==> src/design/ldpcPkg.sv <==
package ldpcPkg;

    //////////////////////////////////////////////////
    // Widths and constants
    //////////////////////////////////////////////////
    localparam int sampleWidth    = 8;
    localparam int llrWidth       = 6;
    localparam int mantissaWidth  = 16;
    localparam int productWidth   = sampleWidth + mantissaWidth + 1;
    localparam int llrMax         = 2 ** (llrWidth - 1) - 1;
    localparam int llrMin         = -(2 ** (llrWidth - 1));
    localparam int thresholdWidth = 11;
    localparam int clkDivWidth    = 16;
    localparam int frameCntWidth  = 13;  // Longest frame is 4128 symbols.

    localparam int markerSymbols  = 32;
    localparam int markerBits     = 2 * markerSymbols;
    localparam int countWidth     = $clog2(markerBits + 1);

    // First symbol sits in the top two bits, I bit above Q bit.
    localparam logic [markerBits-1:0] syncMarker = 64'h1ACF_FC1D_3B8E_64A5;

    //////////////////////////////////////////////////
    // Types
    //////////////////////////////////////////////////
    typedef enum logic [12:0] {
        ctrlReg         = 13'h000,
        inverseMeanReg  = 13'h004,
        outputClkDivReg = 13'h008,
        statusReg       = 13'h00C
    } regAddr;

    typedef enum logic [1:0] {search, check, locked, flywheel} syncState;

    // Code 3 is reserved and decodes like rate1_2.
    typedef enum logic [1:0] {rate1_2 = 2'd0, rate2_3 = 2'd1, rate4_5 = 2'd2} codeRate;

    typedef struct packed {
        logic                      codeLength4096;
        codeRate                   rate;
        logic [thresholdWidth-1:0] syncThreshold;
        logic                      ldpcRun;
        logic [mantissaWidth-1:0]  inverseMeanMantissa;
        logic [2:0]                inverseMeanExponent;
        logic [clkDivWidth-1:0]    outputEnClkDiv;
    } ldpcCfg;

    // Symbols per frame: codeword bits plus the 64 marker bits, two bits a symbol.
    function automatic logic [frameCntWidth-1:0] frameSymbols(input logic lengthSel,
                                                              input codeRate rate);
        int infoBits;
        int codeBits;
        infoBits = lengthSel ? 4096 : 1024;
        case (rate)
            rate2_3: codeBits = infoBits * 3 / 2;
            rate4_5: codeBits = infoBits * 5 / 4;
            default: codeBits = infoBits * 2;
        endcase
        return frameCntWidth'((codeBits + markerBits) / 2);
    endfunction

endpackage
==> src/design/ldpcRegBus.sv <==
`timescale 1ns/100ps

// Single-cycle register access between the bus slave and the register block.
interface ldpcRegBus;

    logic               cs;
    logic [3:0]         wr;      // One enable per byte lane.
    ldpcPkg::regAddr    addr;
    logic [31:0]        dataIn;
    logic [31:0]        dataOut;

    modport host (
        output cs,
        output wr,
        output addr,
        output dataIn,
        input  dataOut
    );

    modport regs (
        input  cs,
        input  wr,
        input  addr,
        input  dataIn,
        output dataOut
    );

endinterface

==> src/design/ldpcRegs.sv <==
`timescale 1ns/100ps

module ldpcRegs (
    input  logic                busClk,
    input  logic                arstN,
    ldpcRegBus.regs             bus,
    input  logic                inSync,
    input  ldpcPkg::syncState   state,
    input  logic [1:0]          rotation,
    output ldpcPkg::ldpcCfg     cfg
);

    //////////////////////////////////////////////////
    // Byte-lane writes
    //////////////////////////////////////////////////
    always_ff @(posedge busClk or negedge arstN) begin
        if (!arstN) begin
            cfg <= '0;
        end else if (bus.cs) begin
            case (bus.addr)
                ldpcPkg::ctrlReg: begin
                    if (bus.wr[0]) begin
                        cfg.rate           <= ldpcPkg::codeRate'(bus.dataIn[1:0]);
                        cfg.codeLength4096 <= bus.dataIn[3];
                    end
                    if (bus.wr[2]) begin
                        cfg.syncThreshold[7:0] <= bus.dataIn[23:16];
                    end
                    if (bus.wr[3]) begin
                        cfg.syncThreshold[10:8] <= bus.dataIn[26:24];
                        cfg.ldpcRun             <= bus.dataIn[31];
                    end
                end
                ldpcPkg::inverseMeanReg: begin
                    if (bus.wr[0]) begin
                        cfg.inverseMeanMantissa[7:0] <= bus.dataIn[7:0];
                    end
                    if (bus.wr[1]) begin
                        cfg.inverseMeanMantissa[15:8] <= bus.dataIn[15:8];
                    end
                    if (bus.wr[2]) begin
                        cfg.inverseMeanExponent <= bus.dataIn[18:16];
                    end
                end
                ldpcPkg::outputClkDivReg: begin
                    if (bus.wr[0]) begin
                        cfg.outputEnClkDiv[7:0] <= bus.dataIn[7:0];
                    end
                    if (bus.wr[1]) begin
                        cfg.outputEnClkDiv[15:8] <= bus.dataIn[15:8];
                    end
                end
                default: begin
                    // Status is read-only and the rest of the map is empty.
                end
            endcase
        end
    end

    //////////////////////////////////////////////////
    // Read multiplexer
    //////////////////////////////////////////////////
    always_comb begin
        case (bus.addr)
            ldpcPkg::ctrlReg: begin
                bus.dataOut = {cfg.ldpcRun, 4'b0, cfg.syncThreshold, 12'b0,
                               cfg.codeLength4096, 1'b0, cfg.rate};
            end
            ldpcPkg::inverseMeanReg: begin
                bus.dataOut = {13'h0, cfg.inverseMeanExponent, cfg.inverseMeanMantissa};
            end
            ldpcPkg::outputClkDivReg: begin
                bus.dataOut = {16'h0, cfg.outputEnClkDiv};
            end
            ldpcPkg::statusReg: begin
                bus.dataOut = {inSync, 15'h0, 6'h0, rotation, 6'h0, state};
            end
            default: begin
                bus.dataOut = 32'h0;
            end
        endcase
    end

    //////////////////////////////////////////////////
    // Checks
    //////////////////////////////////////////////////
    // Configuration only moves on a bus write with at least one byte lane enabled.
    cfgHeldWithoutCs: assert property (
        @(posedge busClk) disable iff (!arstN)
        !(bus.cs && (|bus.wr)) |=> $stable(cfg)
    );

endmodule

==> src/flat_wrapper.sv <==
// flat-port wrapper written by rule: the top's interface ports become plain ports
module ldpcRegs_flat 
  (busClk, arstN, inSync, state, rotation, cfg, bus_cs, bus_wr, bus_addr, bus_dataIn, bus_dataOut);
  ldpcRegBus bus_i ();
  input  logic busClk;
  input  logic arstN;
  input  logic inSync;
  input  ldpcPkg::syncState state;
  input  logic [1:0] rotation;
  output ldpcPkg::ldpcCfg cfg;
  input wire logic [$bits(bus_i.cs)-1:0] bus_cs;
  input wire logic [$bits(bus_i.wr)-1:0] bus_wr;
  input wire logic [$bits(bus_i.addr)-1:0] bus_addr;
  input wire logic [$bits(bus_i.dataIn)-1:0] bus_dataIn;
  output wire logic [$bits(bus_i.dataOut)-1:0] bus_dataOut;
  assign bus_i.cs = bus_cs;
  assign bus_i.wr = bus_wr;
  assign bus_i.addr = bus_addr;
  assign bus_i.dataIn = bus_dataIn;
  assign bus_dataOut = bus_i.dataOut;
  ldpcRegs u_core (.busClk(busClk), .arstN(arstN), .bus(bus_i), .inSync(inSync), .state(state), .rotation(rotation), .cfg(cfg));
endmodule
==> config.mk <==
export PLATFORM = sky130hd
export DESIGN_NAME = ldpcRegs_flat
export DESIGN_NICKNAME = d
export VERILOG_FILES = /design/src/design/ldpcPkg.sv /design/src/design/ldpcRegBus.sv /design/src/design/ldpcRegs.sv /design/src/flat_wrapper.sv
export SDC_FILE = /design/constraint.sdc
export NUM_CORES = 1
export LEC_CHECK = 0
export BUFFER_PORTS_ARGS = -buffer_cell sky130_fd_sc_hd__buf_2
export CORE_MARGIN = 2
export CORE_UTILIZATION = 40
export CTS_BUF_LIST = sky130_fd_sc_hd__clkbuf_16
export DETAILED_ROUTE_END_ITERATION = 12
export GPL_TIMING_DRIVEN = 0
export PLACE_DENSITY = 0.76
export SLEW_MARGIN = 10
export SYNTH_ARGS = -nofsm -noshare
export SYNTH_HDL_FRONTEND = slang
export SYNTH_SLANG_ARGS = --single-unit
==> constraint.sdc <==
create_clock -name busClk -period 1.7 [get_ports busClk]
set_input_delay 0.255 -clock busClk [delete_from_list [all_inputs] [get_ports busClk]]
set_output_delay 0.255 -clock busClk [all_outputs]
set_load 0.03 [all_outputs]
==> results.json <==
{
  "finalSetupViolations": 50,
  "routed_wl_mm": 7.82,
  "fin_nets": 409,
  "drt-vias-per-instance": 5.40,
  "synth-seq-cells": 50,
  "fin_area_um2": 4280,
  "dieHeight_um": 83.1,
  "cap_violations": 0,
  "gp_routability_congestion": 0.733,
  "final_cell_mix": "97 x buf_2, 50 x dfrtp_1, 34 x mux2_2",
  "endpoint_kind": "primary output",
  "fmax_mhz": 506,
  "multiInputGateArea_um2": 1530,
  "status": "complete, but fails checks",
  "worst_slew_pin_slew_ns": 0.637,
  "regArea_um2": 1250,
  "max_stage_delay_ns": 0.57,
  "die_w_um": 83.1,
  "synthDistinctLibCells": 29,
  "finalHoldViolCount": 7,
  "ir_worst_vdd_mv": 0.516,
  "portBuffers": 130,
  "clockRootBuffer": "clkbuf_16",
  "critPathLaunchType": "primary input",
  "nFillCells": 406,
  "dr_total_vias": 2310,
  "drtPass1Iterations": 4,
  "path_max_fanout": 5,
  "failed_checks": "negative hold slack, negative setup slack",
  "synth_top_area_share_pct": 50.0,
  "drive_above_1_share_pct": 75.4,
  "drt.antenna.violating_nets": 0,
  "core_um2": 5990,
  "finalClockSkew_ns": 0,
  "netlist_area_um2": 2500,
  "area_growth_pct": 71.2,
  "clock_sinks": 50,
  "r2r_slack_ns": 0.90,
  "start_util_pct": 41.8,
  "n_antenna_cell": 0,
  "grt_pass1_vias": 2388,
  "gr-usage-all-layers_pct": 21.5,
  "seq_area_frac_synth_pct": 50.0,
  "top_regs": "u_core.cfg x50",
  "cp_slowest_cell": "or4_4",
  "holdWs_ns": -0.0105,
  "drtIter0Drc": 78,
  "slew_headroom_pct": 57.5,
  "cp.arrival_ns": 1.72,
  "powerDensity_nw_per_um2": 595,
  "crit_family": "simple AND/OR/NAND/NOR gates",
  "ioPinCount": 139,
  "path_cells": "buf_8 > or4_4 > nor3_4 > clkbuf_16 > and3_4 > buf_6",
  "place_area_um2": 3470,
  "finalCritPeriodShare_pct": 116,
  "cts_buffers": 5,
  "grt_pass1_wl_mm": 12.1,
  "crit_buf_inv": 3,
  "post-dp-hpwl_mm": 5.10,
  "route.detailed.drc": 0,
  "top_register": "u_core.cfg",
  "yosys_warnings": 0,
  "cts_tree": "done",
  "p_leak_nw": 2.20,
  "rsz0062_at_grt": "yes",
  "synth_area_per_cell_um2": 12.9,
  "clockBufferDepth": 2,
  "synthCells": 194,
  "drv_slew": 0,
  "crit_type": "primary input to primary output",
  "critPathRequiredTime_ns": 1.44,
  "largest_reg_flops": 50,
  "fin_ws_ns": -0.278,
  "grt_max_degree": 51,
  "wl_per_cell_um": 18.3,
  "clock_latency_ns": 0.28,
  "hold_path.class": "primary input to asynchronous set/reset pin",
  "fin_crit_ns": 1.98,
  "final_common_cell": "buf_2",
  "yosys.area.top_type": "dfrtp_1",
  "dieArea_um2": 6900,
  "antenna_found_initial": 0,
  "synth_area_leaders": "dfrtp_1 50%, mux2_2 23%, a22oi_1 4.8%, nor4_4 3.4%, nor2_1 2.6%",
  "htree_levels": 2,
  "rows": 28,
  "grt_overflow": 0,
  "clk_pin_slew_ns": 0.06
}
-- metrics by stage --
stage | util [%] | TNS [ns] | setup WS (ns) | power, W | cells
after floorplan | - | -6.56 | -0.203 | 0.00130 | 197
after global placement | 57.9 | -30.59 | -0.591 | 0.00141 | 402
after detailed placement | 57.9 | -31.66 | -0.589 | 0.00141 | 402
after CTS | 68.5 | -4.93 | -0.281 | 0.00255 | 420
after global routing | 71.5 | -8.52 | -0.316 | 0.00265 | 428
final | 71.5 | -6.66 | -0.278 | 0.00255 | 428
-- cells in the mapped netlist, drive strengths merged --
cell type	instances
mux2	52
dfrtp	50
nor2	17
a22oi	16
and3	8
nor4	8
clkbuf	7
buf	6
nand4b	4
a21oi	2
and2	2
mux4	2
nand2	2
nand3	2
nand4	2
nor2b	2
nor3	2
or4	2
or4bb	2
and4b	1
conb	1
mux2i	1
nor4bb	1
or2	1
or3	1
-- power by group --
part	switching, W	internal (W)	total, W	leakage (nW)
Sequential	0.00000114	0.00119	0.00119	0.699
Clock	0.000409	0.000684	0.00109	0.0864
Combinational	0.000144	0.000119	0.000263	1.42
-- repair_timing --
item	4_1_cts	5_1_grt
gates cloned	1	1
pin swaps	21	10
setup endpoints to repair	62	57
buffers inserted	12	7
hold buffers	0	0
resized for setup	88	34
-- per-layer routing --
layer	share of wire [%]	vias to the layer above	global-route usage, %	wire length (um)
met5	0	-	0	0
met4	0.61	0	4.32	48
met3	7.3	8	6.56	569
met2	52	114	37.3	4090
met1	40	1147	26.6	3110
li1	-	1041	-	-
-- final timing paths --
path                              endpoint  cells past startpoint      startpoint
setup / recovery           bus_dataOut[24]                      6     bus_addr[6]
hold / removal               u_core.cfg[6]                      1           arstN
setup reg to reg            u_core.cfg[19]                      1  u_core.cfg[19]
hold reg to reg             u_core.cfg[23]                      1  u_core.cfg[23]
max in group asynchronous   u_core.cfg[35]                      1           arstN
min in group busClk         u_core.cfg[41]                      2  bus_dataIn[21]
-- cell type report --
class	instances	share of cell area (%)
multi-input combinational	134	35.8
sequential	50	29.2
timing repair buffer	151	26.1
buffer	10	2.95
clock buffer	5	2.92
tap	75	2.19
clock inverter	3	0.876
-- cell families (layout without fill, tap and decap cells) --
group | after synthesis | in the layout | synth area share [%]
AND/OR/NAND/NOR | 57 | 57 | 16.3
multiplexers | 55 | 55 | 25.6
flip-flops | 50 | 50 | 50.0
AO/OA/AOI/OAI | 18 | 18 | 5.20
buffers and inverters | 13 | 169 | 2.75
other | 1 | 4 | 0.150
Note: power is estimated with default switching activity, not from simulation.
