==> src/design/ldpcPkg.sv <==
package ldpcPkg;

    //////////////////////////////////////////////////
    // Widths and constants
    //////////////////////////////////////////////////
    localparam int sampleWidth    = 8;
    localparam int llrWidth       = 6;
    localparam int mantissaWidth  = 16;
    localparam int productWidth   = sampleWidth + mantissaWidth + 1;
    localparam int llrMax         = 2 ** (llrWidth - 1) - 1;
    localparam int llrMin         = -(2 ** (llrWidth - 1));
    localparam int thresholdWidth = 11;
    localparam int clkDivWidth    = 16;
    localparam int frameCntWidth  = 13;  // Longest frame is 4128 symbols.

    localparam int markerSymbols  = 32;
    localparam int markerBits     = 2 * markerSymbols;
    localparam int countWidth     = $clog2(markerBits + 1);

    // First symbol sits in the top two bits, I bit above Q bit.
    localparam logic [markerBits-1:0] syncMarker = 64'h1ACF_FC1D_3B8E_64A5;

    //////////////////////////////////////////////////
    // Types
    //////////////////////////////////////////////////
    typedef enum logic [12:0] {
        ctrlReg         = 13'h000,
        inverseMeanReg  = 13'h004,
        outputClkDivReg = 13'h008,
        statusReg       = 13'h00C
    } regAddr;

    typedef enum logic [1:0] {search, check, locked, flywheel} syncState;

    // Code 3 is reserved and decodes like rate1_2.
    typedef enum logic [1:0] {rate1_2 = 2'd0, rate2_3 = 2'd1, rate4_5 = 2'd2} codeRate;

    typedef struct packed {
        logic                      codeLength4096;
        codeRate                   rate;
        logic [thresholdWidth-1:0] syncThreshold;
        logic                      ldpcRun;
        logic [mantissaWidth-1:0]  inverseMeanMantissa;
        logic [2:0]                inverseMeanExponent;
        logic [clkDivWidth-1:0]    outputEnClkDiv;
    } ldpcCfg;

    // Symbols per frame: codeword bits plus the 64 marker bits, two bits a symbol.
    function automatic logic [frameCntWidth-1:0] frameSymbols(input logic lengthSel,
                                                              input codeRate rate);
        int infoBits;
        int codeBits;
        infoBits = lengthSel ? 4096 : 1024;
        case (rate)
            rate2_3: codeBits = infoBits * 3 / 2;
            rate4_5: codeBits = infoBits * 5 / 4;
            default: codeBits = infoBits * 2;
        endcase
        return frameCntWidth'((codeBits + markerBits) / 2);
    endfunction

endpackage
==> src/design/outputPacer.sv <==
`timescale 1ns/100ps

module outputPacer (
    input  logic            busClk,
    input  logic            arstN,
    input  ldpcPkg::ldpcCfg cfg,
    output logic            outputEn
);

    logic [ldpcPkg::clkDivWidth-1:0] count;

    // Held at the divider while stopped so the first pulse lands div+1 clocks after start.
    always_ff @(posedge busClk or negedge arstN) begin
        if (!arstN) begin
            count    <= '0;
            outputEn <= 1'b0;
        end else if (!cfg.ldpcRun) begin
            count    <= cfg.outputEnClkDiv;
            outputEn <= 1'b0;
        end else if (count == '0) begin
            count    <= cfg.outputEnClkDiv;
            outputEn <= 1'b1;
        end else begin
            count    <= count - 1'b1;
            outputEn <= 1'b0;
        end
    end

endmodule

==> config.mk <==
export PLATFORM = sky130hd
export DESIGN_NAME = outputPacer
export DESIGN_NICKNAME = d
export VERILOG_FILES = /design/src/design/ldpcPkg.sv /design/src/design/outputPacer.sv
export SDC_FILE = /design/constraint.sdc
export NUM_CORES = 1
export LEC_CHECK = 0
export BUFFER_PORTS_ARGS = -buffer_cell sky130_fd_sc_hd__clkbuf_2
export CAP_MARGIN = 10
export CORE_MARGIN = 2
export CORE_UTILIZATION = 46
export CTS_CLUSTER_SIZE = 12
export DETAILED_ROUTE_END_ITERATION = 10
export MAX_ROUTING_LAYER = met4
export PLACE_DENSITY = 0.79
export SYNTH_ARGS = -nofsm -noshare
export SYNTH_HDL_FRONTEND = slang
export SYNTH_SLANG_ARGS = --single-unit
==> constraint.sdc <==
create_clock -name busClk -period 5.7 [get_ports busClk]
set_input_delay 1.14 -clock busClk [delete_from_list [all_inputs] [get_ports busClk]]
set_output_delay 1.14 -clock busClk [all_outputs]
set_load 0.1 [all_outputs]
==> metrics.cfg, run 1 <==
[sta]
setup_viol = 0
fin_tns_setup_ns = 0
skew_ns = 0.00247
final_hold_viol_count = 0
grt_setup_unrepaired = no
worst_slew_pin_slew_ns = 0.736
fmax_mhz = 417
whs_ns = 0.554
slew_headroom = 0.508
period_share = 0.421
final.min_clock_period_ns = 2.40
slew_violations = 0

[finish]
layout_common_cells = clkbuf_2 (19), nand2_1 (17), dfrtp_1 (17)
layout_commonest_cell = clkbuf_2
syn_to_final_growth_pct = 15.4
fillers = 204
multiInputGateArea_um2 = 492
drive_gt1_frac = 0.237
layout.nets = 173
n_antenna_cell = 0
seq_area_um2 = 425
final_cell_area_um2 = 1090

[worst_setup_path]
worstPathArrival_ns = 2.59
crit_type = reg2reg
worstReg2RegEnd = count[3]$_DFF_PN0_
start_kind = register
crit_fanout = 24
required_ns = 5.89
timing.rr.start = count[0]$_DFF_PN0_
r2r_cells = 7
endpoint_kind = register
r2r_setup_slack_ns = 3.30
startpoint = count[0]$_DFF_PN0_

[clock_network]
cts_tree = yes
postCtsSetupRepairBufs = 0
cts_buffers = 3
clk_latency_ns = 0.29
cts_root_buf = clkbuf_4
cts_hold_buf = 0
clockBufferDepth = 2
post_cts_resized = 0
cts.clk_slew.worst_paths_ns = 0.10
cts.htree.levels = 1
cts_sinks = 17

[global_routing]
grt_usage = 0.176
gr-total-overflow = 0
grt_first_pass_wirelength_um = 3130
grt_antenna_before_repair = 0
grt_pass1_vias = 742
grt_max_degree = 25

[power]
power_density_nw_per_um2 = 245
vdd_drop_max_mv = 0.132
leakage_nw = 0.475

[yosys]
yosysWarnings = 0
synth.distinct_cells = 29
synth_top_area_frac = 0.452
synth_fp_nets = 151
synth_top_cell_by_area = dfrtp_1
seq_area_frac_synth = 0.452
async_reset_ff_frac = 1.00
ys_seq_elements = 17
synth.avg_cell_area_um2 = 9.71
synth_edf_count = 0
ys_top_cells_by_area = dfrtp_1 (45%), o21ai_0 (6.9%), nand2_1 (6.8%)
synth_flop_cell = dfrtp_1
synthCells = 97
netlist_area_um2 = 942

[detailed_routing]
wire_per_inst_um = 12.2
drtIter0Drc = 18
detail-route-antenna-nets = 0
vias_per_cell = 5.21
drt-total-wl_um = 1770
drtPass1Iterations = 4
drc = 0
dr_total_vias = 756

[job]
cap_viol_max_count = 0

[floorplan]
chipWidth_um = 49.3
rows = 16
pin_count = 53
core-area_um2 = 1940
die_area_um2 = 2430
start_util = 0.485
chipHeight_um = 49.3

[place]
gp_congestion = 0.812
placed_area_um2 = 1060
hpwlAfterDp_um = 1350
portBuffers = 19

[hold_path]
hold_end = count[0]$_DFF_PN0_
hold_path_class = reg2reg
worstHoldStart = count[0]$_DFF_PN0_
hold_path_depth = 1

[status]
status = finished clean

logic make-up (layout without fill, tap and decap cells):
kind of cell	count (synthesis)	in the layout	share of synthesized area
adder cells (fa/ha/maj)	2	2	0.0266
buffers and inverters	5	26	0.0266
flip-flops	17	17	0.452
AO/OA/AOI/OAI	22	22	0.161
XOR/XNOR	11	11	0.102
AND/OR/NAND/NOR	40	40	0.232
cell type report:
class / count / area share
Multi-Input combinational cell: 75 / 0.452
Inverter: 2 / 0.00690
Clock buffer: 4 / 0.0242
Timing Repair Buffer: 20 / 0.0944
Tap cell: 27 / 0.0311
Sequential cell: 17 / 0.391
cell usage after synthesis, types with 4 or more instances:
| cell type | instances |
|---|---|
| o21ai_0 | 13 |
| dfrtp_1 | 17 |
| nand2_1 | 17 |
| xnor2_1 | 5 |
| nor2_1 | 4 |
| xor2_1 | 6 |
| nor4_1 | 5 |
power breakdown:
group           total, W  switching [W]  internal, W  leakage (nW)
clock          0.0000654      0.0000382    0.0000272        0.0150
sequential      0.000150      0.0000164     0.000133         0.207
combinational  0.0000510      0.0000260    0.0000250         0.253
flip-flops by register name, summed over array words and instances (netlist names):
register / flops
count: 16
outputEn: 1
worst max-delay path, cell delays in order, from the launching register on:
cell and delay [ns]:
dfrtp_1 0.43, inv_1 0.09, ha_1 0.13, or4b_2 0.65, o41ai_4 0.43, buf_4 0.33
a21oi_1 0.07, a21o_1 0.16
stage by stage:
step,setup slack [ns],instances,utilization,total power (W)
floorplan,3.68,97,-,0.000185
CTS,3.28,145,0.560,0.000269
detailed placement,3.30,141,0.546,0.000203
global placement,3.36,141,0.546,0.000200
global route,3.15,145,0.560,0.000283
finish,3.30,145,0.560,0.000266
per-layer routing:
layer | routed length (µm) | track usage | vias up
li1 | - | - | 389
met3 | 69 | 0.0368 | 4
met5 | 0 | - | -
met2 | 877 | 0.279 | 16
met4 | 20 | 0.0762 | 0
met1 | 806 | 0.217 | 347
how the worst max path moves through the flow:
stage	end	cells after the start
final	count[3]$_DFF_PN0_	7
after global routing	count[3]$_DFF_PN0_	7
after CTS	count[3]$_DFF_PN0_	7
after detailed placement	count[3]$_DFF_PN0_	7
after global placement	count[3]$_DFF_PN0_	7
after floorplan	outputEn	0
Note: power is estimated with default switching activity, not from simulation.
==> run 2, diff against run 1 <==
--- a/config.mk
+++ b/config.mk
@@ -8,11 +8,11 @@
 export BUFFER_PORTS_ARGS = -buffer_cell sky130_fd_sc_hd__clkbuf_2
 export CAP_MARGIN = 10
 export CORE_MARGIN = 2
-export CORE_UTILIZATION = 46
+export CORE_UTILIZATION = 39
 export CTS_CLUSTER_SIZE = 12
 export DETAILED_ROUTE_END_ITERATION = 10
 export MAX_ROUTING_LAYER = met4
-export PLACE_DENSITY = 0.79
+export PLACE_DENSITY = 0.71
 export SYNTH_ARGS = -nofsm -noshare
 export SYNTH_HDL_FRONTEND = slang
 export SYNTH_SLANG_ARGS = --single-unit
==> constraint.sdc (replaced) <==
create_clock -name busClk -period 2.19 [get_ports busClk]
set_input_delay 0.438 -clock busClk [delete_from_list [all_inputs] [get_ports busClk]]
set_output_delay 0.438 -clock busClk [all_outputs]
set_load 0.1 [all_outputs]
==> metrics.cfg, run 2 (synthesized netlist as in run 1, its figures left out) <==
[sta]
fin_tns_setup_ns = 0  ; unchanged
whs_ns = 0.0699  ; was 0.554 ns
slew_headroom = 0.643  ; was 0.508
period_share = 0.932  ; was 0.421
final.min_clock_period_ns = 2.04  ; was 2.40 ns
skew_ns = 0.000511  ; was 0.00247 ns
worst_slew_pin_slew_ns = 0.538  ; was 0.736 ns
final_hold_viol_count = 0  ; unchanged
fmax_mhz = 490  ; was 417 MHz
grt_setup_unrepaired = no  ; unchanged
setup_viol = 0  ; unchanged
slew_violations = 0  ; unchanged

[finish]
final_util = 0.518  ; was 0.560
largest_register_ffs = 16  ; unchanged
layout_common_cells = clkbuf_2 (19), nand2_1 (17), dfrtp_1 (17)  ; unchanged
n_antenna_cell = 0  ; unchanged
top_register = count  ; unchanged
layout_commonest_cell = clkbuf_2  ; unchanged
fillers = 231  ; was 204
largest_registers = count x16, outputEn x1  ; unchanged
layout.nets = 179  ; was 173
syn_to_final_growth_pct = 23.9  ; was 15.4%
drive_gt1_frac = 0.274  ; was 0.237

[clock_network]
cts_tree = yes  ; unchanged
cts_root_buf = clkbuf_4  ; unchanged
cts_sinks = 17  ; unchanged
clk_latency_ns = 0.28  ; was 0.29 ns
clockBufferDepth = 2  ; unchanged
cts_buffers = 3  ; unchanged
cts.clk_slew.worst_paths_ns = 0.09  ; was 0.10 ns
cts.htree.levels = 1  ; unchanged

[detailed_routing]
drc = 0  ; unchanged
detail-route-antenna-nets = 0  ; unchanged
dr_total_vias = 793  ; was 756
drt-total-wl_um = 1890  ; was 1770 µm
vias_per_cell = 5.22  ; was 5.21
wire_per_inst_um = 12.4  ; was 12.2 µm
drtIter0Drc = 11  ; was 18
drtPass1Iterations = 4  ; unchanged

[global_routing]
grtUsageMet1 = 0.191  ; was 0.217
grt_antenna_before_repair = 0  ; unchanged
grt.busiest_layer = met2  ; unchanged
gr-usage-met2 = 0.265  ; was 0.279
grt_max_degree = 25  ; unchanged
grt_usage = 0.162  ; was 0.176
grt_pass1_vias = 763  ; was 742
gr-total-overflow = 0  ; unchanged
met3_usage = 0.0169  ; was 0.0368
grt_first_pass_wirelength_um = 3180  ; was 3130 µm

[floorplan]
rows = 17  ; was 16
die_area_um2 = 2820  ; was 2430 µm²
start_util = 0.418  ; was 0.485
core-area_um2 = 2250  ; was 1940 µm²
pin_count = 53  ; unchanged
chipWidth_um = 53.2  ; was 49.3 µm
chipHeight_um = 53.2  ; was 49.3 µm

[worst_setup_path]
worstPathArrival_ns = 2.22  ; was 2.59 ns
slowest_delay_ns = 0.47  ; was 0.65 ns
crit_type = reg2reg  ; unchanged
r2r_setup_slack_ns = 0.15  ; was 3.30 ns
start_kind = register  ; unchanged
cp_slowest_cell = or4b_4  ; was or4b_2
endpoint_kind = register  ; unchanged
required_ns = 2.37  ; was 5.89 ns
crit_fanout = 12  ; was 24
worstReg2RegEnd = count[7]$_DFF_PN0_  ; was count[3]$_DFF_PN0_
critPathTopFamily = compound AO/OA/AOI/OAI gates  ; unchanged
path_cells = inv_1 -> ha_1 -> or4b_4 -> o41ai_4 -> buf_4 -> buf_12 -> a21oi_1 -> a21o_1  ; was inv_1 -> ha_1 -> or4b_2 -> o41ai_4 -> buf_4 -> a21oi_1 -> a21o_1
r2r_cells = 8  ; was 7
startpoint = count[1]$_DFF_PN0_  ; was count[0]$_DFF_PN0_
crit_buf_inv = 3  ; was 2
timing.rr.start = count[1]$_DFF_PN0_  ; was count[0]$_DFF_PN0_

[power]
leakage_nw = 0.519  ; was 0.475 nW
power_density_nw_per_um2 = 605  ; was 245 nW/µm²
vdd_drop_max_mv = 0.366  ; was 0.132 mV

[status]
status = finished clean  ; unchanged

[job]
cap_viol_max_count = 0  ; unchanged

[hold_path]
hold_path_class = in2async  ; was reg2reg

[place]
portBuffers = 19  ; unchanged
gp_congestion = 0.778  ; was 0.812
hpwlAfterDp_um = 1410  ; was 1350 µm

[run 2: where the power goes]
group | switching, W | internal [W] | total, W
clock network | 0.0000923 | 0.0000707 | 0.000163
registers | 0.0000419 | 0.000347 | 0.000389
logic | 0.0000732 | 0.0000815 | 0.000155
total | 0.000207 | 0.000499 | 0.000706
[run 2: per-stage QoR]
stage	total power (W)	instance area [µm²]	worst slack, ns	cells
6_report	0.000706	1170	0.148	152
5_1_grt	0.000760	1170	0.0609	152
4_1_cts	0.000708	1120	0.0344	149
3_5_place_dp	0.000540	1100	0.0586	145
3_3_place_gp	0.000532	1100	0.0944	145
2_1_floorplan	0.000482	942	0.178	97
[run 2: cell type report]
class	count	area [µm²]	area share
repair buffers	26	178	0.152
multi-input cells	75	495	0.424
inverters	2	7.51	0.00643
flip-flops and latches	17	425	0.364
well taps	28	35.0	0.0300
clock buffers	4	26.3	0.0225
[run 2: timing repair]
item,in CTS,in global routing
buffers inserted,0,2
resized for setup,0,1
hold buffers,0,0
endpoints found under the hold margin,0,0
endpoints found under the setup margin,0,3
[run 2: how the worst max path moves through the flow]
| stage | slack, ns | to | depth (start not counted) |
|---|---|---|---|
| floorplan | 0.18 | count[7]$_DFF_PN0_ | 7 |
| global placement | 0.09 | count[7]$_DFF_PN0_ | 7 |
| CTS | 0.03 | count[7]$_DFF_PN0_ | 7 |
| finish | 0.15 | count[7]$_DFF_PN0_ | 8 |
| detailed placement | 0.06 | count[7]$_DFF_PN0_ | 7 |
| global route | 0.06 | count[7]$_DFF_PN0_ | 8 |
[run 2: per-layer routing]
layer / part of all wire / wire length [µm] / vias up
met1: 0.46 / 869 / 371
met5: 0 / 0 / -
met2: 0.48 / 909 / 16
met3: 0.034 / 64 / 4
met4: 0.025 / 48 / 0
li1: - / - / 402
