`src/design/ldpcPkg.sv`:
```
package ldpcPkg;

    //////////////////////////////////////////////////
    // Widths and constants
    //////////////////////////////////////////////////
    localparam int sampleWidth    = 8;
    localparam int llrWidth       = 6;
    localparam int mantissaWidth  = 16;
    localparam int productWidth   = sampleWidth + mantissaWidth + 1;
    localparam int llrMax         = 2 ** (llrWidth - 1) - 1;
    localparam int llrMin         = -(2 ** (llrWidth - 1));
    localparam int thresholdWidth = 11;
    localparam int clkDivWidth    = 16;
    localparam int frameCntWidth  = 13;  // Longest frame is 4128 symbols.

    localparam int markerSymbols  = 32;
    localparam int markerBits     = 2 * markerSymbols;
    localparam int countWidth     = $clog2(markerBits + 1);

    // First symbol sits in the top two bits, I bit above Q bit.
    localparam logic [markerBits-1:0] syncMarker = 64'h1ACF_FC1D_3B8E_64A5;

    //////////////////////////////////////////////////
    // Types
    //////////////////////////////////////////////////
    typedef enum logic [12:0] {
        ctrlReg         = 13'h000,
        inverseMeanReg  = 13'h004,
        outputClkDivReg = 13'h008,
        statusReg       = 13'h00C
    } regAddr;

    typedef enum logic [1:0] {search, check, locked, flywheel} syncState;

    // Code 3 is reserved and decodes like rate1_2.
    typedef enum logic [1:0] {rate1_2 = 2'd0, rate2_3 = 2'd1, rate4_5 = 2'd2} codeRate;

    typedef struct packed {
        logic                      codeLength4096;
        codeRate                   rate;
        logic [thresholdWidth-1:0] syncThreshold;
        logic                      ldpcRun;
        logic [mantissaWidth-1:0]  inverseMeanMantissa;
        logic [2:0]                inverseMeanExponent;
        logic [clkDivWidth-1:0]    outputEnClkDiv;
    } ldpcCfg;

    // Symbols per frame: codeword bits plus the 64 marker bits, two bits a symbol.
    function automatic logic [frameCntWidth-1:0] frameSymbols(input logic lengthSel,
                                                              input codeRate rate);
        int infoBits;
        int codeBits;
        infoBits = lengthSel ? 4096 : 1024;
        case (rate)
            rate2_3: codeBits = infoBits * 3 / 2;
            rate4_5: codeBits = infoBits * 5 / 4;
            default: codeBits = infoBits * 2;
        endcase
        return frameCntWidth'((codeBits + markerBits) / 2);
    endfunction

endpackage
```
`src/design/ldpcRegBus.sv`:
```
`timescale 1ns/100ps

// Single-cycle register access between the bus slave and the register block.
interface ldpcRegBus;

    logic               cs;
    logic [3:0]         wr;      // One enable per byte lane.
    ldpcPkg::regAddr    addr;
    logic [31:0]        dataIn;
    logic [31:0]        dataOut;

    modport host (
        output cs,
        output wr,
        output addr,
        output dataIn,
        input  dataOut
    );

    modport regs (
        input  cs,
        input  wr,
        input  addr,
        input  dataIn,
        output dataOut
    );

endinterface

```
`src/design/wbSlave.sv`:
```
`timescale 1ns/100ps

module wbSlave (
    input  logic            busClk,
    input  logic            arstN,
    input  logic            wbCyc,
    input  logic            wbStb,
    input  logic            wbWe,
    input  logic [12:0]     wbAdr,
    input  logic [3:0]      wbSel,
    input  logic [31:0]     wbDatWr,
    output logic [31:0]     wbDatRd,
    output logic            wbAck,
    ldpcRegBus.host         bus
);

    logic request;

    // A new cycle is seen only while the previous one is not being acknowledged.
    assign request = wbCyc && wbStb && !wbAck;

    assign bus.cs     = request;
    assign bus.wr     = wbWe ? wbSel : 4'b0000;
    assign bus.addr   = ldpcPkg::regAddr'(wbAdr);
    assign bus.dataIn = wbDatWr;

    always_ff @(posedge busClk or negedge arstN) begin
        if (!arstN) begin
            wbAck <= 1'b0;
        end else begin
            wbAck <= request;
        end
    end

    // Read data is taken at the same edge that raises the acknowledge.
    always_ff @(posedge busClk) begin
        if (request && !wbWe) begin
            wbDatRd <= bus.dataOut;
        end
    end

    //////////////////////////////////////////////////
    // Checks
    //////////////////////////////////////////////////
    ackNeedsCycle: assert property (
        @(posedge busClk) disable iff (!arstN)
        wbAck |-> (wbCyc && wbStb)
    );

endmodule

```
`src/flat_wrapper.sv`:
```
// flat-port wrapper written by rule: the top's interface ports become plain ports
module wbSlave_flat 
  (busClk, arstN, wbCyc, wbStb, wbWe, wbAdr, wbSel, wbDatWr, wbDatRd, wbAck, bus_cs, bus_wr, bus_addr, bus_dataIn, bus_dataOut);
  ldpcRegBus bus_i ();
  input  logic busClk;
  input  logic arstN;
  input  logic wbCyc;
  input  logic wbStb;
  input  logic wbWe;
  input  logic [12:0] wbAdr;
  input  logic [3:0] wbSel;
  input  logic [31:0] wbDatWr;
  output logic [31:0] wbDatRd;
  output logic wbAck;
  output wire logic [$bits(bus_i.cs)-1:0] bus_cs;
  output wire logic [$bits(bus_i.wr)-1:0] bus_wr;
  output wire logic [$bits(bus_i.addr)-1:0] bus_addr;
  output wire logic [$bits(bus_i.dataIn)-1:0] bus_dataIn;
  input wire logic [$bits(bus_i.dataOut)-1:0] bus_dataOut;
  assign bus_cs = bus_i.cs;
  assign bus_wr = bus_i.wr;
  assign bus_addr = bus_i.addr;
  assign bus_dataIn = bus_i.dataIn;
  assign bus_i.dataOut = bus_dataOut;
  wbSlave u_core (.busClk(busClk), .arstN(arstN), .wbCyc(wbCyc), .wbStb(wbStb), .wbWe(wbWe), .wbAdr(wbAdr), .wbSel(wbSel), .wbDatWr(wbDatWr), .wbDatRd(wbDatRd), .wbAck(wbAck), .bus(bus_i));
endmodule
```
`config.mk`:
```
export PLATFORM = sky130hd
export DESIGN_NAME = wbSlave_flat
export DESIGN_NICKNAME = d
export VERILOG_FILES = /design/src/design/ldpcPkg.sv /design/src/design/ldpcRegBus.sv /design/src/design/wbSlave.sv /design/src/flat_wrapper.sv
export SDC_FILE = /design/constraint.sdc
export NUM_CORES = 1
export LEC_CHECK = 0
export ABC_CLOCK_PERIOD_IN_PS = 1440
export BUFFER_PORTS_ARGS = -buffer_cell sky130_fd_sc_hd__clkbuf_2
export CAP_MARGIN = 40
export CORE_MARGIN = 8
export CORE_UTILIZATION = 29
export CTS_BUF_LIST = sky130_fd_sc_hd__clkbuf_16
export CTS_CLUSTER_DIAMETER = 120
export CTS_CLUSTER_SIZE = 14
export DETAILED_ROUTE_END_ITERATION = 16
export GPL_TIMING_DRIVEN = 0
export PLACE_DENSITY_LB_ADDON = 0.08
export SLEW_MARGIN = 20
export SYNTH_ARGS = -nofsm -noshare
export SYNTH_HDL_FRONTEND = slang
export SYNTH_SLANG_ARGS = --single-unit
```
`constraint.sdc`:
```
create_clock -name busClk -period 1.44 [get_ports busClk]
set_input_delay 0.144 -clock busClk [delete_from_list [all_inputs] [get_ports busClk]]
set_output_delay 0.144 -clock busClk [all_outputs]
set_load 0.02 [all_outputs]
```
==> flow_summary_export.csv, run 1 <==
group,metric,value,unit
status,outcome,"finished clean",
clock_network,numCtsBuffers,5,
clock_network,clock_latency,0.27,ns
yosys,synth_warnings,0,
yosys,synth_compound_area_share,0,%
grt,grt_pass1_wl,6.444,mm
critical_path,worstPathCellList,"and4bb_2",
layout,drive_gt1_share,82.95,%
drt,num_vias,1114,
drt,drc,0,
yosys,synthMuxAreaShare,0,%
timing,max_freq,737.7,MHz
timing,skew,0.006421,ns
grt,grt_pass1_vias,1284,
timing,fin_setup_tns,0,ns
critical_path,critPathKind,"reg2reg",
critical_path,cpPeakStageDelay,0.59,ns
critical_path,crit_family,"simple AND/OR/NAND/NOR gates",
clock_network,cts_root_buffer,"clkbuf_16",
floorplan,core,4661,sq um
floorplan,io_pins,169,
yosys,syn-instance-count,84,
placement,dp_cells,261,
yosys,synth.distinct_cells,6,
drt,first_pass_iters,4,
clock_network,cts_resized,0,
grt,grt_max_degree,33,
yosys,synthSimpleGateAreaFrac,3.731,%
placement,numPortBuffers,123,
floorplan,rows,25,
clock_network,path_clk_slew,0.05,ns
timing,grt_setup_unrepaired,"no",
drt,detail-route-antenna-nets,0,
placement,placed_cell_area,2062,sq um
pwr,peakVddDrop,0.4927,mV
layout,antenna_cells,0,
layout,final_common_cell,"clkbuf_2",
layout,fill_cells,423,
critical_path,critical_path_buf_inv_count,0,
critical_path,start_kind,"register",
critical_path,endpoint_kind,"register",
layout,utilization,47.68,%
clock_network,clk_path_buf_depth,2,
layout,final_cell_mix,"clkbuf_2 (123), buf_4 (45), edfxtp_1 (32)",
clock_network,cts_post_setup_buffers_inserted,0,
pwr,powerDensity,1107,nW/um^2
drt,drt-wirelength-per-cell,16.76,microns
floorplan,dieArea,7201,sq um
layout,finalNonFillerCells,271,
timing,slew_viol_final,0,
grt,grtUsageTotal,11.90,%
timing,maxSlewHeadroom,71.63,%
placement,hpwl,3.886,mm
timing,finalCritPeriodShare,94.14,%
critical_path,cp.required,1.36,ns
grt,overflow,0,
yosys,synth_area,1375,sq um
yosys,synth_seq_cells,33,
clock_network,cts-htree-levels,2,
yosys,syn-num-nets,170,
floorplan,start_util,29.50,%
layout,areaGrowthSynthToFinish,61.60,%
timing,finalSetupViolCount,0,
floorplan,die_height,84.86,microns
yosys,avgSynthCellArea,16.37,sq um
grt,grt_antenna_before_repair,0,
timing,worst_slew_pin_slew,0.4256,ns
drt,drt_wl_total,4.543,mm
critical_path,crit_fanout,16,
drt,vias_per_cell,4.111,
job,maxCapViolCount,0,
timing,period_minus_slack,1.356,ns
yosys,synthXorXnorAreaFrac,0,%
clock_network,cts_tree,"built",
yosys,synth_top_family_by_area,"buffers and inverters",
hold_path,hold_class,"in2reg",
drt,drt_iter0_markers,23,
clock_network,cts_sinks,33,
placement,dpl_worst_slack,0.03259,ns
critical_path,cp.arrival,1.28,ns
yosys,yosysSeqAreaShare,71.70,%
timing,hold_violations,0,
pwr,leakage,1.135,nW
timing,fin_ws,0.08441,ns
placement,gp_congestion,0.6701,
floorplan,die_x,84.86,microns
critical_path,cp_slowest_cell,"and4bb_2",
layout,nets,302,
layout,postLayoutCellArea,2222,sq um
yosys,synthAdderAreaFrac,0,%
[path summary, 6_finish.rpt]
| path | from | endpoint | slack, ns | depth (start not counted) |
|---|---|---|---|---|
| setup / recovery | u_core.wbAck | u_core.wbDatRd[17] | 0.08 | 1 |
| hold / removal | bus_dataOut[28] | u_core.wbDatRd[28] | 0.05 | 1 |
| setup reg to reg | u_core.wbAck | u_core.wbDatRd[17] | 0.08 | 1 |
| hold reg to reg | u_core.wbAck | u_core.wbAck | 0.64 | 1 |
| max in group asynchronous | arstN | u_core.wbAck | 1.18 | 2 |
| min in group asynchronous | arstN | u_core.wbAck | 0.18 | 2 |
[cell families after synthesis]
| logic type | count (synthesis) |
|---|---|
| simple gates | 6 |
| flops | 33 |
| buf+inv | 45 |
[timing repair]
action	in CTS	in global routing
endpoints found under the setup margin	0	32
hold endpoints to repair	1	0
hold buffers	1	0
[layer usage]
metal	global-route usage, %	up-vias	wire, microns
met5	0	-	0
met4	4.854	0	40
met3	7.239	2	527
met2	22.69	94	2517
met1	9.397	505	1458
li1	-	513	-
[synth_stat cells]
library cell | instances | area share [%]
and2_2 | 4 | 2.2
and3b_1 | 1 | 0.64
edfxtp_1 | 32 | 70
buf_4 | 45 | 25
dfrtp_1 | 1 | 1.8
and4bb_2 | 1 | 0.91
[power by group]
group          total, W  switching [W]  internal [W]
sequential      0.00109     0.00000716       0.00109
combinational  0.000398       0.000212      0.000186
clock          0.000967       0.000344      0.000623
[through the flow]
stage          hold WS, ns  total power [W]
3_5_place_dp      -0.07838         0.001512
3_3_place_gp      -0.07852         0.001506
5_1_grt            0.03615         0.002565
4_1_cts            0.03772         0.002498
2_1_floorplan      -0.1516         0.001355
6_report           0.04525         0.002459
[area by class of cell]
type	instances	area [sq um]	area share (%)
Multi-Input combinational cell	7	67.56	3.041
Buffer	45	337.8	15.20
Timing Repair Buffer	124	625.6	28.15
Clock buffer	5	125.1	5.631
Clock inverter	3	12.51	0.5631
Sequential cell	33	985.9	44.37
Tap cell	54	67.56	3.041
[registers in the layout (all words and copies together), names as in the netlist]
register	cells
u_core.wbAck	1
u_core.wbDatRd	32
Note: power is estimated with default switching activity, not from simulation.
==> run 2, diff against run 1 <==
CORE_ASPECT_RATIO = 1.5   (was not set)
==> run 2 against run 1 <==
Clock power grew 18%. Via count down 3.3%. Sequential power about the same. Cell area increased by 1.7%. Sequential cell count did not move. Register-to-register slack hardly changed. Die area grew 0.63%. Non-clock buffer count unchanged. Combinational power is essentially flat. Cell count grew 3.7%. Critical path depth stayed put. Clock skew is 0.0024 ns lower. Critical path type unchanged. Largest cell class unchanged. Largest power group is now the clock network.
==> flow_summary_export.csv, run 2 (synthesis results as in run 1) <==
group,metric,value,unit
timing,worst_slew_pin_slew,0.4236,ns
drt,drt_wl_total,4.290,mm
layout,nets,302,
floorplan,die_x,72.23,microns
timing,skew,0.004011,ns
clock_network,path_clk_slew,0.05,ns
floorplan,start_util,30.28,%
critical_path,start_kind,"register",
critical_path,cp.required,1.36,ns
drt,first_pass_iters,4,
layout,antenna_cells,0,
critical_path,crit_fanout,16,
critical_path,critical_path_buf_inv_count,0,
grt,grt_max_degree,33,
clock_network,cts_root_buffer,"clkbuf_16",
drt,drc,0,
critical_path,worstPathCellList,"and4bb_2",
grt,grtUsageTotal,10.81,%
timing,maxSlewHeadroom,71.76,%
layout,final_cell_mix,"clkbuf_2 (123), buf_4 (45), edfxtp_1 (32)",
clock_network,clk_path_buf_depth,2,
grt,grt_pass1_wl,6.127,mm
critical_path,cpPeakStageDelay,0.59,ns
pwr,powerDensity,1165,nW/um^2
layout,largest_reg_flops,32,
drt,num_vias,1077,
hold_path,hold_depth,1,
placement,numPortBuffers,123,
layout,areaGrowthSynthToFinish,64.33,%
layout,drive_gt1_share,82.95,%
timing,period_minus_slack,1.342,ns
drt,drt-wirelength-per-cell,15.27,microns
clock_network,cts_sinks,33,
hold_path,hold_class,"in2reg",
pwr,leakage,1.149,nW
placement,dp_cells,271,
grt,overflow,0,
timing,hold_violations,0,
clock_network,cts-htree-levels,2,
floorplan,io_pins,169,
clock_network,cts_resized,0,
pwr,peakVddDrop,0.4380,mV
critical_path,cp.arrival,1.26,ns
critical_path,endpoint_kind,"register",
layout,fill_cells,415,
critical_path,crit_family,"simple AND/OR/NAND/NOR gates",
critical_path,worst-path-stages,1,
critical_path,critPathKind,"reg2reg",
clock_network,numCtsBuffers,5,
layout,final_common_cell,"clkbuf_2",
timing,slew_viol_final,0,
timing,finalSetupViolCount,0,
grt,grt_antenna_before_repair,0,
drt,detail-route-antenna-nets,0,
critical_path,rr_worst_depth,1,
floorplan,core,4542,sq um
timing,fin_setup_tns,0,ns
floorplan,dieArea,7247,sq um
drt,vias_per_cell,3.833,
placement,dpl_worst_slack,0.04601,ns
timing,grt_setup_unrepaired,"no",
critical_path,cp_slowest_cell,"and4bb_2",
clock_network,cts_tree,"built",
layout,finalNonFillerCells,281,
floorplan,die_height,100.3,microns
grt,grt_pass1_vias,1283,
layout,reg.largest.list,"u_core.wbDatRd (32), u_core.wbAck (1)",
timing,finalCritPeriodShare,93.16,%
timing,fin_ws,0.09850,ns
placement,gp_congestion,0.6497,
timing,max_freq,745.4,MHz
job,maxCapViolCount,0,
status,outcome,"finished clean",
layout,top_register,"u_core.wbDatRd",
placement,hpwl,3.746,mm
clock_network,cts_post_setup_buffers_inserted,0,
clock_network,clock_latency,0.27,ns
floorplan,rows,30,
drt,drt_iter0_markers,23,
==> run 2: changes by cell type in the layout (fill, tap and decap cells not counted), sizes merged <==
| cell | previous run | this run |
|---|---|---|
| clkinv | 3 | 1 |
| bufinv | 0 | 1 |
| inv | 0 | 1 |
==> run 2: power by group <==
group	leakage, nW	switching (W)	internal [W]
clock	0.0826	0.000342	0.000801
sequential	0.306	0.00000682	0.00109
combinational	0.761	0.000210	0.000186
total	1.15	0.000559	0.00207
==> run 2: worst paths after layout <==
kind                                 startpoint                 end  slack (ns)
worst min-delay path            bus_dataOut[16]  u_core.wbDatRd[16]        0.05
worst min register to register     u_core.wbAck        u_core.wbAck        0.62
max in group asynchronous                 arstN        u_core.wbAck        1.17
worst max register to register     u_core.wbAck   u_core.wbDatRd[2]         0.1
min in group asynchronous                 arstN        u_core.wbAck        0.18
worst max-delay path               u_core.wbAck   u_core.wbDatRd[2]         0.1
==> run 2: area by class of cell <==
type                       count  area, sq um  share of cell area [%]
clock inverter                 3        37.54                   1.661
buffer                        45        337.8                   14.95
tap                           64        80.08                   3.544
clock buffer                   5        125.1                   5.537
timing repair buffer         124        625.6                   27.69
sequential                    33        985.9                   43.63
multi-input combinational      7        67.56                   2.990
==> run 2: metal layers <==
metal	up-vias	GRT usage, %	share of wire [%]
met5	-	0	0
met4	0	2.844	0.91
met3	6	6.287	13
met2	94	20.38	55
met1	467	9.151	31
li1	510	-	-
==> run 2: timing repair <==
item                                    in CTS  in global routing
hold buffers                                 1                  0
hold endpoints to repair                     1                  0
endpoints found under the setup margin       0                 32
==> run 2: through the flow <==
step                power [W]  instance area, sq um  hold WS [ns]  utilization [%]
floorplan            0.001355                  1379       -0.1516                -
global placement     0.001507                  2074      -0.07843            45.67
detailed placement   0.001511                  2074      -0.07988            45.67
CTS                  0.002670                  2247       0.04024            49.48
global route         0.002739                  2260       0.03842            49.75
finish               0.002634                  2260       0.04671            49.75
